## src/hdl/audio_pkg.sv

```systemverilog
package audio_pkg;

	//////////////////////////////////////////////////
	// Sample widths
	//////////////////////////////////////////////////

	localparam int sample_w = 16;

	// Unsaturated mix width before the clamp to 16 bits
	localparam int sum_w = 17;

	// Speaker amplitude at volume 0, doubled per volume step
	localparam logic [sum_w-1:0] spk_unit = 17'd2048;

	//////////////////////////////////////////////////
	// Compressor curves
	//////////////////////////////////////////////////

	// All values are magnitudes, one bit wider than a sample so that 32768 fits

	// 2x curve
	localparam logic [sample_w:0] comp_knee_2x = 17'd14044;
	localparam logic [sample_w:0] comp_base_2x = 17'd28088;
	localparam logic [sample_w:0] comp_gain_2x = 17'd2;
	localparam logic [sample_w:0] comp_div_2x = 17'd4;

	// 4x curve
	localparam logic [sample_w:0] comp_knee_4x = 17'd7400;
	localparam logic [sample_w:0] comp_base_4x = 17'd29600;
	localparam logic [sample_w:0] comp_gain_4x = 17'd4;
	localparam logic [sample_w:0] comp_div_4x = 17'd8;

	//////////////////////////////////////////////////
	// Types
	//////////////////////////////////////////////////

	typedef logic signed [sample_w-1:0] sample_t;

	// Left sits in the upper half
	typedef struct packed {
		sample_t left;
		sample_t right;
	} stereo_t;

	typedef enum logic [1:0] {
		boost_off = 2'd0,
		boost_2x = 2'd1,
		boost_4x = 2'd2
	} boost_mode_t;

	// Static settings, held while audio runs
	typedef struct packed {
		logic [1:0] speaker_vol;
		boost_mode_t boost;
		logic synth_present;
		logic synth_disable;
	} audio_cfg_t;

endpackage
```

## src/hdl/audio_out.sv

```systemverilog
module audio_out import audio_pkg::*; (
	input logic clk_sys,
	input logic reset,
	input audio_cfg_t cfg,

	// Sound card, asynchronous to clk_sys
	input stereo_t card_sample,

	// PC speaker and MIDI synth, already synchronous
	input logic speaker,
	input stereo_t synth_sample,

	output stereo_t audio
);

	stereo_t card_stable;
	stereo_t mix;

	//////////////////////////////////////////////////
	// Settle, mix, compress
	//////////////////////////////////////////////////

	sample_settle i_sample_settle (
		.clk_sys(clk_sys),
		.reset(reset),
		.card_sample(card_sample),
		.card_stable(card_stable)
	);

	audio_mixer i_audio_mixer (
		.clk_sys(clk_sys),
		.reset(reset),
		.cfg(cfg),
		.card_stable(card_stable),
		.speaker(speaker),
		.synth_sample(synth_sample),
		.mix(mix)
	);

	boost_compressor i_boost_compressor (
		.clk_sys(clk_sys),
		.reset(reset),
		.cfg(cfg),
		.mix(mix),
		.audio(audio)
	);

endmodule

```

## src/hdl/boost_compressor.sv

```systemverilog
module boost_compressor import audio_pkg::*; (
	input logic clk_sys,
	input logic reset,
	input audio_cfg_t cfg,
	input stereo_t mix,
	output stereo_t audio
);

	//////////////////////////////////////////////////
	// Two-knee curve on the magnitude
	//////////////////////////////////////////////////

	function automatic sample_t compress(input sample_t x, input logic use_4x);
		logic [sample_w:0] ext;
		logic [sample_w:0] mag;
		logic [sample_w:0] curve_2x;
		logic [sample_w:0] curve_4x;
		logic [sample_w:0] res;
		logic [sample_w:0] neg;
		ext = {x[sample_w-1], x};
		// 17 bits so that -32768 gives 32768
		mag = ext[sample_w] ? -ext : ext;

		if (mag < comp_knee_2x)
			curve_2x = mag * comp_gain_2x;
		else
			curve_2x = (mag - comp_knee_2x) / comp_div_2x + comp_base_2x;

		if (mag < comp_knee_4x)
			curve_4x = mag * comp_gain_4x;
		else
			curve_4x = (mag - comp_knee_4x) / comp_div_4x + comp_base_4x;

		res = use_4x ? curve_4x : curve_2x;
		neg = -res;

		// Top of both curves lands a few counts past full scale, so clamp
		if (!ext[sample_w])
			return (res[sample_w] | res[sample_w-1]) ? 16'sh7fff : res[sample_w-1:0];
		if (res[sample_w] | (res[sample_w-1] & |res[sample_w-2:0]))
			return 16'sh8000;
		return neg[sample_w-1:0];
	endfunction

	// Same single register in every mode keeps the latency fixed
	always_ff @(posedge clk_sys) begin
		if (reset) begin
			audio <= '0;
		end else begin
			case (cfg.boost)
				boost_2x: begin
					audio.left <= compress(mix.left, 1'b0);
					audio.right <= compress(mix.right, 1'b0);
				end
				boost_4x: begin
					audio.left <= compress(mix.left, 1'b1);
					audio.right <= compress(mix.right, 1'b1);
				end
				default: audio <= mix;
			endcase
		end
	end

	boost_off_pass: assert property (
		@(posedge clk_sys) disable iff (reset)
		(cfg.boost == boost_off) |=> (audio == $past(mix))
	);

endmodule

```

## src/hdl/audio_mixer.sv

```systemverilog
module audio_mixer import audio_pkg::*; (
	input logic clk_sys,
	input logic reset,
	input audio_cfg_t cfg,
	input stereo_t card_stable,
	input logic speaker,
	input stereo_t synth_sample,
	output stereo_t mix
);

	// One guard bit above sum_w so full-scale card and synth plus speaker cannot wrap
	logic signed [sum_w:0] sum_l_q;
	logic signed [sum_w:0] sum_r_q;
	logic [sum_w:0] spk_term;
	logic synth_mute;

	function automatic logic signed [sum_w:0] channel_sum(
		input sample_t card,
		input sample_t synth,
		input logic [sum_w:0] spk,
		input logic mute
	);
		logic signed [sum_w:0] acc;
		acc = {{(sum_w + 1 - sample_w){card[sample_w-1]}}, card};
		acc = acc + $signed(spk);
		if (!mute)
			acc = acc + {{(sum_w + 1 - sample_w){synth[sample_w-1]}}, synth};
		return acc;
	endfunction

	// True when every bit above the sample sign matches it
	function automatic logic fits_sample(input logic signed [sum_w:0] acc);
		return (&acc[sum_w:sample_w-1]) || !(|acc[sum_w:sample_w-1]);
	endfunction

	function automatic sample_t saturate(input logic signed [sum_w:0] acc);
		if (fits_sample(acc))
			return acc[sample_w-1:0];
		return acc[sum_w] ? 16'sh8000 : 16'sh7fff;
	endfunction

	// Speaker step of 2048, 4096, 8192 or 16384
	assign spk_term = speaker ? ({1'b0, spk_unit} << cfg.speaker_vol) : '0;

	// Synth only drops out when it is there and switched off
	assign synth_mute = cfg.synth_present & cfg.synth_disable;

	always_ff @(posedge clk_sys) begin
		if (reset) begin
			sum_l_q <= '0;
			sum_r_q <= '0;
			mix <= '0;
		end else begin
			sum_l_q <= channel_sum(card_stable.left, synth_sample.left, spk_term, synth_mute);
			sum_r_q <= channel_sum(card_stable.right, synth_sample.right, spk_term, synth_mute);
			mix.left <= saturate(sum_l_q);
			mix.right <= saturate(sum_r_q);
		end
	end

	// In-range sums pass through the clamp untouched
	mix_left_pass: assert property (
		@(posedge clk_sys) disable iff (reset)
		fits_sample(sum_l_q) |=> (mix.left == $past(sum_l_q[sample_w-1:0]))
	);

	mix_right_pass: assert property (
		@(posedge clk_sys) disable iff (reset)
		fits_sample(sum_r_q) |=> (mix.right == $past(sum_r_q[sample_w-1:0]))
	);

endmodule

```

## src/hdl/sample_settle.sv

```systemverilog
module sample_settle import audio_pkg::*; (
	input logic clk_sys,
	input logic reset,

	// Sound-card samples from the other clock domain
	input stereo_t card_sample,

	output stereo_t card_stable
);

	// First and second capture stage
	stereo_t cap0;
	stereo_t cap1;

	always_ff @(posedge clk_sys) begin
		if (reset) begin
			cap0 <= '0;
			cap1 <= '0;
			card_stable <= '0;
		end else begin
			cap0 <= card_sample;
			cap1 <= cap0;

			// Each channel settles on its own
			if (cap0.left == cap1.left)
				card_stable.left <= cap1.left;
			if (cap0.right == cap1.right)
				card_stable.right <= cap1.right;
		end
	end

	//////////////////////////////////////////////////
	// Checks
	//////////////////////////////////////////////////

	// A torn capture must never reach the mixer
	settle_left_held: assert property (
		@(posedge clk_sys) disable iff (reset)
		(cap0.left != cap1.left) |=> $stable(card_stable.left)
	);

	settle_right_held: assert property (
		@(posedge clk_sys) disable iff (reset)
		(cap0.right != cap1.right) |=> $stable(card_stable.right)
	);

endmodule

```

## config.mk

```make
export PLATFORM = sky130hd
export DESIGN_NAME = audio_out
export DESIGN_NICKNAME = d
export VERILOG_FILES = /design/src/hdl/audio_pkg.sv /design/src/hdl/audio_out.sv /design/src/hdl/boost_compressor.sv /design/src/hdl/audio_mixer.sv /design/src/hdl/sample_settle.sv
export SDC_FILE = /design/constraint.sdc
export NUM_CORES = 1
export LEC_CHECK = 0
export BUFFER_PORTS_ARGS = -buffer_cell sky130_fd_sc_hd__buf_2
export CAP_MARGIN = 20
export CORE_MARGIN = 4
export CORE_UTILIZATION = 30
export DETAILED_ROUTE_END_ITERATION = 10
export SLEW_MARGIN = 30
export SYNTH_ARGS = -nofsm -noshare
export SYNTH_HDL_FRONTEND = slang
export SYNTH_SLANG_ARGS = --single-unit
```

## constraint.sdc

```tcl
create_clock -name clk_sys -period 10.9 [get_ports clk_sys]
set_input_delay 1.09 -clock clk_sys [delete_from_list [all_inputs] [get_ports clk_sys]]
set_output_delay 1.09 -clock clk_sys [all_outputs]
set_load 0.01 [all_outputs]
```

==> results.sh, run 1 <==
export IMPL_cts_root_buf="clkbuf_16"
export IMPL_maxSlewHeadroom=0.280
export IMPL_synthArstFlopShare=0
export IMPL_synth_area_mm2=0.0157
export IMPL_switching_power_mw=1.17
export IMPL_r2r_end="i_boost_compressor.audio[19]"
export IMPL_switching_share=0.440
export IMPL_ys_ff_latch=196
export IMPL_drive_gt1_frac=0.134
export IMPL_status="completed"
export IMPL_fin_skew_ns=0.0323
export IMPL_power_density_mw_per_mm2=153
export IMPL_drt_iter0_drc=1595
export IMPL_r2r_cells=22
export IMPL_io_pins=105
export IMPL_cts_sinks=196
export IMPL_synthToLayoutAreaGrowth_pct=10.9
export IMPL_hold_viol_final=0
export IMPL_fin_setup_tns_ns=0
export IMPL_hp_class="reg2reg"
export IMPL_final_cells=2717
export IMPL_leakage_nw=7.10
export IMPL_syn_instance_count=1995
export IMPL_arrival_ns=6.89
export IMPL_viasPerCell=5.69
export IMPL_synth_main_ff_cell="dfxtp_1"
export IMPL_min_from="i_audio_mixer.sum_r_q[5]"
export IMPL_cts_repair_resized=0
export IMPL_ys_warnings_count=0
export IMPL_cts_path_max_buffers=2
export IMPL_synth_edff_count=0
export IMPL_ant_nets=0
export IMPL_r2r_start="i_audio_mixer.mix[31]"
export IMPL_slew_violations=0
export IMPL_ir_drop_v=0.000124
export IMPL_r2r_slack_ns=4.38
export IMPL_p_total_mw=2.66
export IMPL_avgSynthCellArea_um2=7.88
export IMPL_tightestPinTransition_ns=1.07
export IMPL_hold_path_cell_count=1
export IMPL_drc=0
export IMPL_layout_commonest_cell="dfxtp_1"
export IMPL_routed_wl_um=54400
export IMPL_min_period_over_period=0.598
export IMPL_cap_violations=0
export IMPL_cts_setup_buffers=0
export IMPL_io_buffers=104
export IMPL_cp_data_required_time_ns=11.27
export IMPL_grtUsageTotal=0.186
export IMPL_routedWlPerCell_um=20.0
export IMPL_grt_overflow_total=0
export IMPL_htreeDepth=4
export IMPL_p_int_mw=1.49
export IMPL_core_mm2=0.0516
export IMPL_vias=15465
export IMPL_finalSetupViolations=0
export IMPL_start_util=0.304
export IMPL_synth_fp_nets=2132
export IMPL_dp_hpwl_um=41500
export IMPL_floorplan_die_area_mm2=0.0561
export IMPL_fmax_mhz=153
export IMPL_rsz0062_at_grt="false"
export IMPL_die_x_um=237
export IMPL_clkLatencyLatePin_ns=0.48
export IMPL_final_cell_mix="194 x dfxtp_1, 177 x nor2_1, 158 x nand2_1"
export IMPL_ys_seq_area_frac=0.250
export IMPL_fin_nets=2160
export IMPL_first_global_vias=14666
export IMPL_endpoint_kind="register"
export IMPL_cts_buffers=17
export IMPL_min_period_ns=6.52
export IMPL_crit_type="reg2reg"
export IMPL_cp_max_fo=61
export IMPL_first_pass_iters=5
export IMPL_antenna_found_initial=2
export IMPL_grt_pass1_wl_um=84200
export IMPL_gp_congestion=0.988
export IMPL_cts_clk_slew_worst_paths_ns=0.08
export IMPL_grt_max_degree=66
export IMPL_ys_types=118
export IMPL_die_h_um=237
export IMPL_num_rows=83
export IMPL_dpl_cell_count=2684
export IMPL_seqPwrFrac=0.305
export IMPL_cts_tree="built"
export IMPL_startpoint_type="register"
export IMPL_p_comb_frac=0.445
export IMPL_pwr_share_clk=0.249
export IMPL_hold_worst_slack_ns=0.441
export IMPL_hold_buffers=0
export IMPL_hold_path_end="i_audio_mixer.mix[5]"
==> synth_stat cells, drive strengths merged, types with 6 or more instances <==
cell,instances,area (um^2)
a221oi,13,133
nor2,182,698
nor4,27,224
buf,31,178
o211a,11,110
o211ai,24,204
or4,15,128
nand2b,18,113
nor3b,13,103
nor3,84,452
ha,60,751
nand3,47,245
a21boi,9,67.6
a21o,17,128
a211oi,47,375
a211o,6,52.6
o31ai,17,153
inv,60,225
or2,12,75.1
and3,20,125
xnor2,87,762
a2111oi,7,73.8
a22oi,12,95.1
o22ai,11,75.1
and2,16,100
dfxtp,196,3920
a311oi,11,103
nand2,160,603
mux2i,51,514
a31o,8,70.1
clkbuf,88,330
xor2,70,628
mux2,11,128
a31oi,24,171
a32oi,8,70.1
a21oi,146,746
o41ai,12,203
o21ai,101,520
nand4,21,131
nor2b,86,538
o21a,44,330
o31a,6,52.6
or3,16,100
==> registers in the layout, indices dropped and copies added (netlist names) <==
signal and count:
i_boost_compressor.audio 32, i_audio_mixer.mix 32, i_audio_mixer.sum_l_q 18, i_sample_settle.card_stable 32
i_sample_settle.cap0 32, i_sample_settle.cap1 32, i_audio_mixer.sum_r_q 18
==> worst max path at each step <==
| stage | from | end | cells after the start |
|---|---|---|---|
| floorplan | i_audio_mixer.mix[18] | i_boost_compressor.audio[28] | 22 |
| global placement | i_audio_mixer.mix[31] | i_boost_compressor.audio[26] | 22 |
| detailed placement | i_audio_mixer.mix[31] | i_boost_compressor.audio[19] | 22 |
| CTS | i_audio_mixer.mix[31] | i_boost_compressor.audio[19] | 22 |
| global route | i_audio_mixer.mix[31] | i_boost_compressor.audio[19] | 22 |
| finish | i_audio_mixer.mix[31] | i_boost_compressor.audio[19] | 22 |
==> layer usage <==
layer	wire length (um)	track usage	vias to the layer above	share of wire
li1	-	-	7379	-
met3	4320	0.0386	117	0.080
met2	24300	0.294	672	0.45
met4	1670	0.0602	0	0.031
met5	0	0	-	0
met1	24000	0.253	7297	0.44
==> area by class of cell <==
class	instances	area, um^2
diodes	1	2.50
clock buffers	17	425
clock inverters	15	191
fillers	5410	34200
inverters	61	229
multi-input cells	1619	11100
flip-flops and latches	196	3930
well taps	680	851
repair buffers	128	707
==> kinds of logic (layout without fill, tap and decap cells) <==
family,count (synthesis),in the layout,share of synthesized area
compound gates,592,592,0.274
xor+xnor,157,157,0.0885
fa+ha+maj,64,64,0.0529
buf+inv,180,221,0.0469
flops,196,196,0.250
mux,62,62,0.0409
other cells,0,1,0
simple gates,744,744,0.248
==> power groups by stage <==
stage | clock network [mW] | registers, mW | logic (mW)
finish | 0.663 | 0.812 | 1.18
CTS | 0.679 | 0.811 | 1.16
global route | 0.707 | 0.818 | 1.28
global placement | 0 | 0.828 | 1.15
floorplan | 0 | 0.803 | 0.852
detailed placement | 0 | 0.828 | 1.15
==> worst max-delay path, cell delays in order (launching register included) <==
cell	delay [ns]
dfxtp_2	0.32
buf_4	0.55
o31ai_1	0.19
xor2_1	0.55
inv_1	0.27
ha_1	0.29
nor2b_1	0.15
mux2_2	0.32
nor3_2	0.31
o21ai_1	0.12
buf_4	0.20
a211oi_4	0.19
buf_4	0.33
mux2i_1	0.31
ha_1	0.27
nand3_1	0.09
o31a_1	0.28
o31ai_2	0.46
and3_1	0.24
a31oi_2	0.29
a221oi_1	0.35
nor3_1	0.10
nor3_1	0.19
==> per-stage QoR <==
step / area, um^2 / util / worst slack (ns)
2_1_floorplan: 15700 / - / 5.21
3_3_place_gp: 16800 / 0.325 / 4.63
3_5_place_dp: 16800 / 0.325 / 4.60
4_1_cts: 17400 / 0.337 / 4.53
5_1_grt: 17400 / 0.337 / 3.99
6_report: 17400 / 0.337 / 4.38
(Power assumes the default switching activity.)
==> run 2: changes to the inputs <==
Clock period 10.9 ns to 6.55 ns, I/O delays scaled along.
==> results.sh, run 2 (synthesis results as in run 1) <==
export IMPL_hold_viol_final=0
export IMPL_maxSlewHeadroom=0.321
export IMPL_p_total_mw=4.48
export IMPL_cts_path_max_buffers=2
export IMPL_fin_setup_tns_ns=0
export IMPL_grt_pass1_wl_um=86500
export IMPL_seqPwrFrac=0.303
export IMPL_layout_commonest_cell="dfxtp_1"
export IMPL_routed_wl_um=55500
export IMPL_switching_power_mw=1.95
export IMPL_htreeDepth=4
export IMPL_grtUsageTotal=0.191
export IMPL_die_x_um=237
export IMPL_cts_repair_resized=0
export IMPL_critPathMaxStageDelay_ns=0.57
export IMPL_fin_area_mm2=0.0176
export IMPL_arrival_ns=6.24
export IMPL_core_mm2=0.0516
export IMPL_start_util=0.304
export IMPL_hold_buffers=0
export IMPL_place_area_mm2=0.0169
export IMPL_min_period_over_period=0.903
export IMPL_drc=0
export IMPL_p_int_mw=2.53
export IMPL_power_density_mw_per_mm2=255
export IMPL_tightestPinTransition_ns=1.01
export IMPL_num_rows=83
export IMPL_cp_data_required_time_ns=6.88
export IMPL_leakage_nw=7.18
export IMPL_pwr_share_clk=0.255
export IMPL_final_cells=2736
export IMPL_io_pins=105
export IMPL_status="completed"
export IMPL_hp_class="in2reg"
export IMPL_rsz0062_at_grt="false"
export IMPL_cts_clk_slew_worst_paths_ns=0.08
export IMPL_grt_overflow_total=0
export IMPL_io_buffers=104
export IMPL_fill_cells=5417
export IMPL_drt_iter0_drc=1349
export IMPL_antenna_found_initial=2
export IMPL_die_h_um=237
export IMPL_cts_tree="built"
export IMPL_ir_drop_v=0.000203
export IMPL_first_global_vias=15249
export IMPL_cts_buffers=17
export IMPL_clkLatencyLatePin_ns=0.46
export IMPL_grt_max_degree=98
export IMPL_switching_share=0.435
export IMPL_viasPerCell=5.70
export IMPL_worst_path_max_delay_cell="o31ai_2"
export IMPL_crit_start="i_audio_mixer.mix[16]"
export IMPL_endpoint_kind="register"
export IMPL_startpoint_type="register"
export IMPL_fin_skew_ns=0.0271
export IMPL_cp_max_fo=11
export IMPL_first_pass_iters=6
export IMPL_ant_nets=0
export IMPL_min_period_ns=5.91
export IMPL_crit_type="reg2reg"
export IMPL_fmax_mhz=169
export IMPL_cpMostUsedCell="ha_1"
export IMPL_fin_nets=2179
export IMPL_cts_setup_buffers=0
export IMPL_final_cell_mix="194 x dfxtp_1, 176 x nor2_1, 158 x nand2_1"
export IMPL_r2r_start="i_audio_mixer.mix[16]"
export IMPL_dp_hpwl_um=42400
export IMPL_synthToLayoutAreaGrowth_pct=11.9
export IMPL_crit_end="i_boost_compressor.audio[28]"
export IMPL_p_comb_frac=0.442
export IMPL_cts_sinks=196
export IMPL_r2r_slack_ns=0.64
export IMPL_r2r_cells=19
export IMPL_gp_congestion=1.01
export IMPL_slew_violations=0
export IMPL_worstPathCellList="inv_1 -> ha_1 -> nor3b_1 -> o211ai_2 -> ha_1 -> nor2b_1 -> mux2_2 -> nor3_2 -> o21ai_1 -> a211oi_4 -> mux2i_1 -> ha_1 -> nand3_1 -> o31a_1 -> o31ai_2 -> nand3_1 -> and3_1 -> o31a_1 -> o311a_1"
export IMPL_dpl_cell_count=2702
export IMPL_min_from="card_sample[9]"
export IMPL_r2r_end="i_boost_compressor.audio[28]"
export IMPL_cap_violations=0
export IMPL_floorplan_die_area_mm2=0.0561
export IMPL_vias=15596
export IMPL_routedWlPerCell_um=20.3
export IMPL_finalSetupViolations=0
export IMPL_cts_root_buf="clkbuf_16"
export IMPL_drive_gt1_frac=0.141
-- run 2: cell types whose count changed in the layout (fill, tap and decap cells not counted), sizes merged --
cell and delta:
buf +19, bufinv +1, clkinv -2, clkinvlp +3
inv -2
-- run 2: per-layer routing --
metal | GRT usage | up-vias | part of all wire
met2 | 0.309 | 748 | 0.45
met5 | 0 | - | 0
met4 | 0.0580 | 0 | 0.027
met3 | 0.0441 | 113 | 0.091
met1 | 0.252 | 7306 | 0.43
li1 | - | 7429 | -
-- run 2: area by class of cell --
type	count	area, um^2	area share
clock buffer	17	425	0.0242
multi-input combinational	1619	11100	0.630
timing repair buffer	147	870	0.0495
clock inverter	15	204	0.0116
tap	680	851	0.0484
sequential	196	3930	0.223
antenna	1	2.50	0.000142
inverter	61	229	0.0130
-- run 2: worst min-delay path by stage --
stage	to	slack (ns)	depth (start not counted)
2_1_floorplan	i_audio_mixer.mix[0]	0.42	1
3_5_place_dp	i_audio_mixer.mix[20]	0.42	1
3_3_place_gp	i_audio_mixer.mix[10]	0.42	1
6_report	i_sample_settle.cap0[9]	0.41	2
4_1_cts	i_sample_settle.cap0[0]	0.38	2
5_1_grt	i_sample_settle.cap0[2]	0.40	2
-- run 2: per-stage QoR --
step	hold WS (ns)	utilization	setup slack, ns
6_report	0.406	0.341	0.636
3_3_place_gp	0.425	0.327	0.899
5_1_grt	0.395	0.340	0.195
3_5_place_dp	0.422	0.328	0.777
4_1_cts	0.382	0.340	0.771
2_1_floorplan	0.418	-	0.861
-- run 2: power by group through the flow --
| stage | clock network [mW] | logic (mW) | registers [mW] |
|---|---|---|---|
| floorplan | 0 | 1.42 | 1.34 |
| detailed placement | 0 | 1.92 | 1.38 |
| global placement | 0 | 1.92 | 1.38 |
| finish | 1.14 | 1.98 | 1.36 |
| CTS | 1.17 | 1.93 | 1.35 |
| global route | 1.21 | 2.14 | 1.37 |
-- run 2: worst max-delay path: cells and delay by family, from the launching register on --
family,cells,cell delay [ns]
compound gates,7,2.33
fa+ha+maj,3,0.94
flops,1,0.42
simple gates,6,1.32
mux,2,0.66
buf+inv,1,0.12
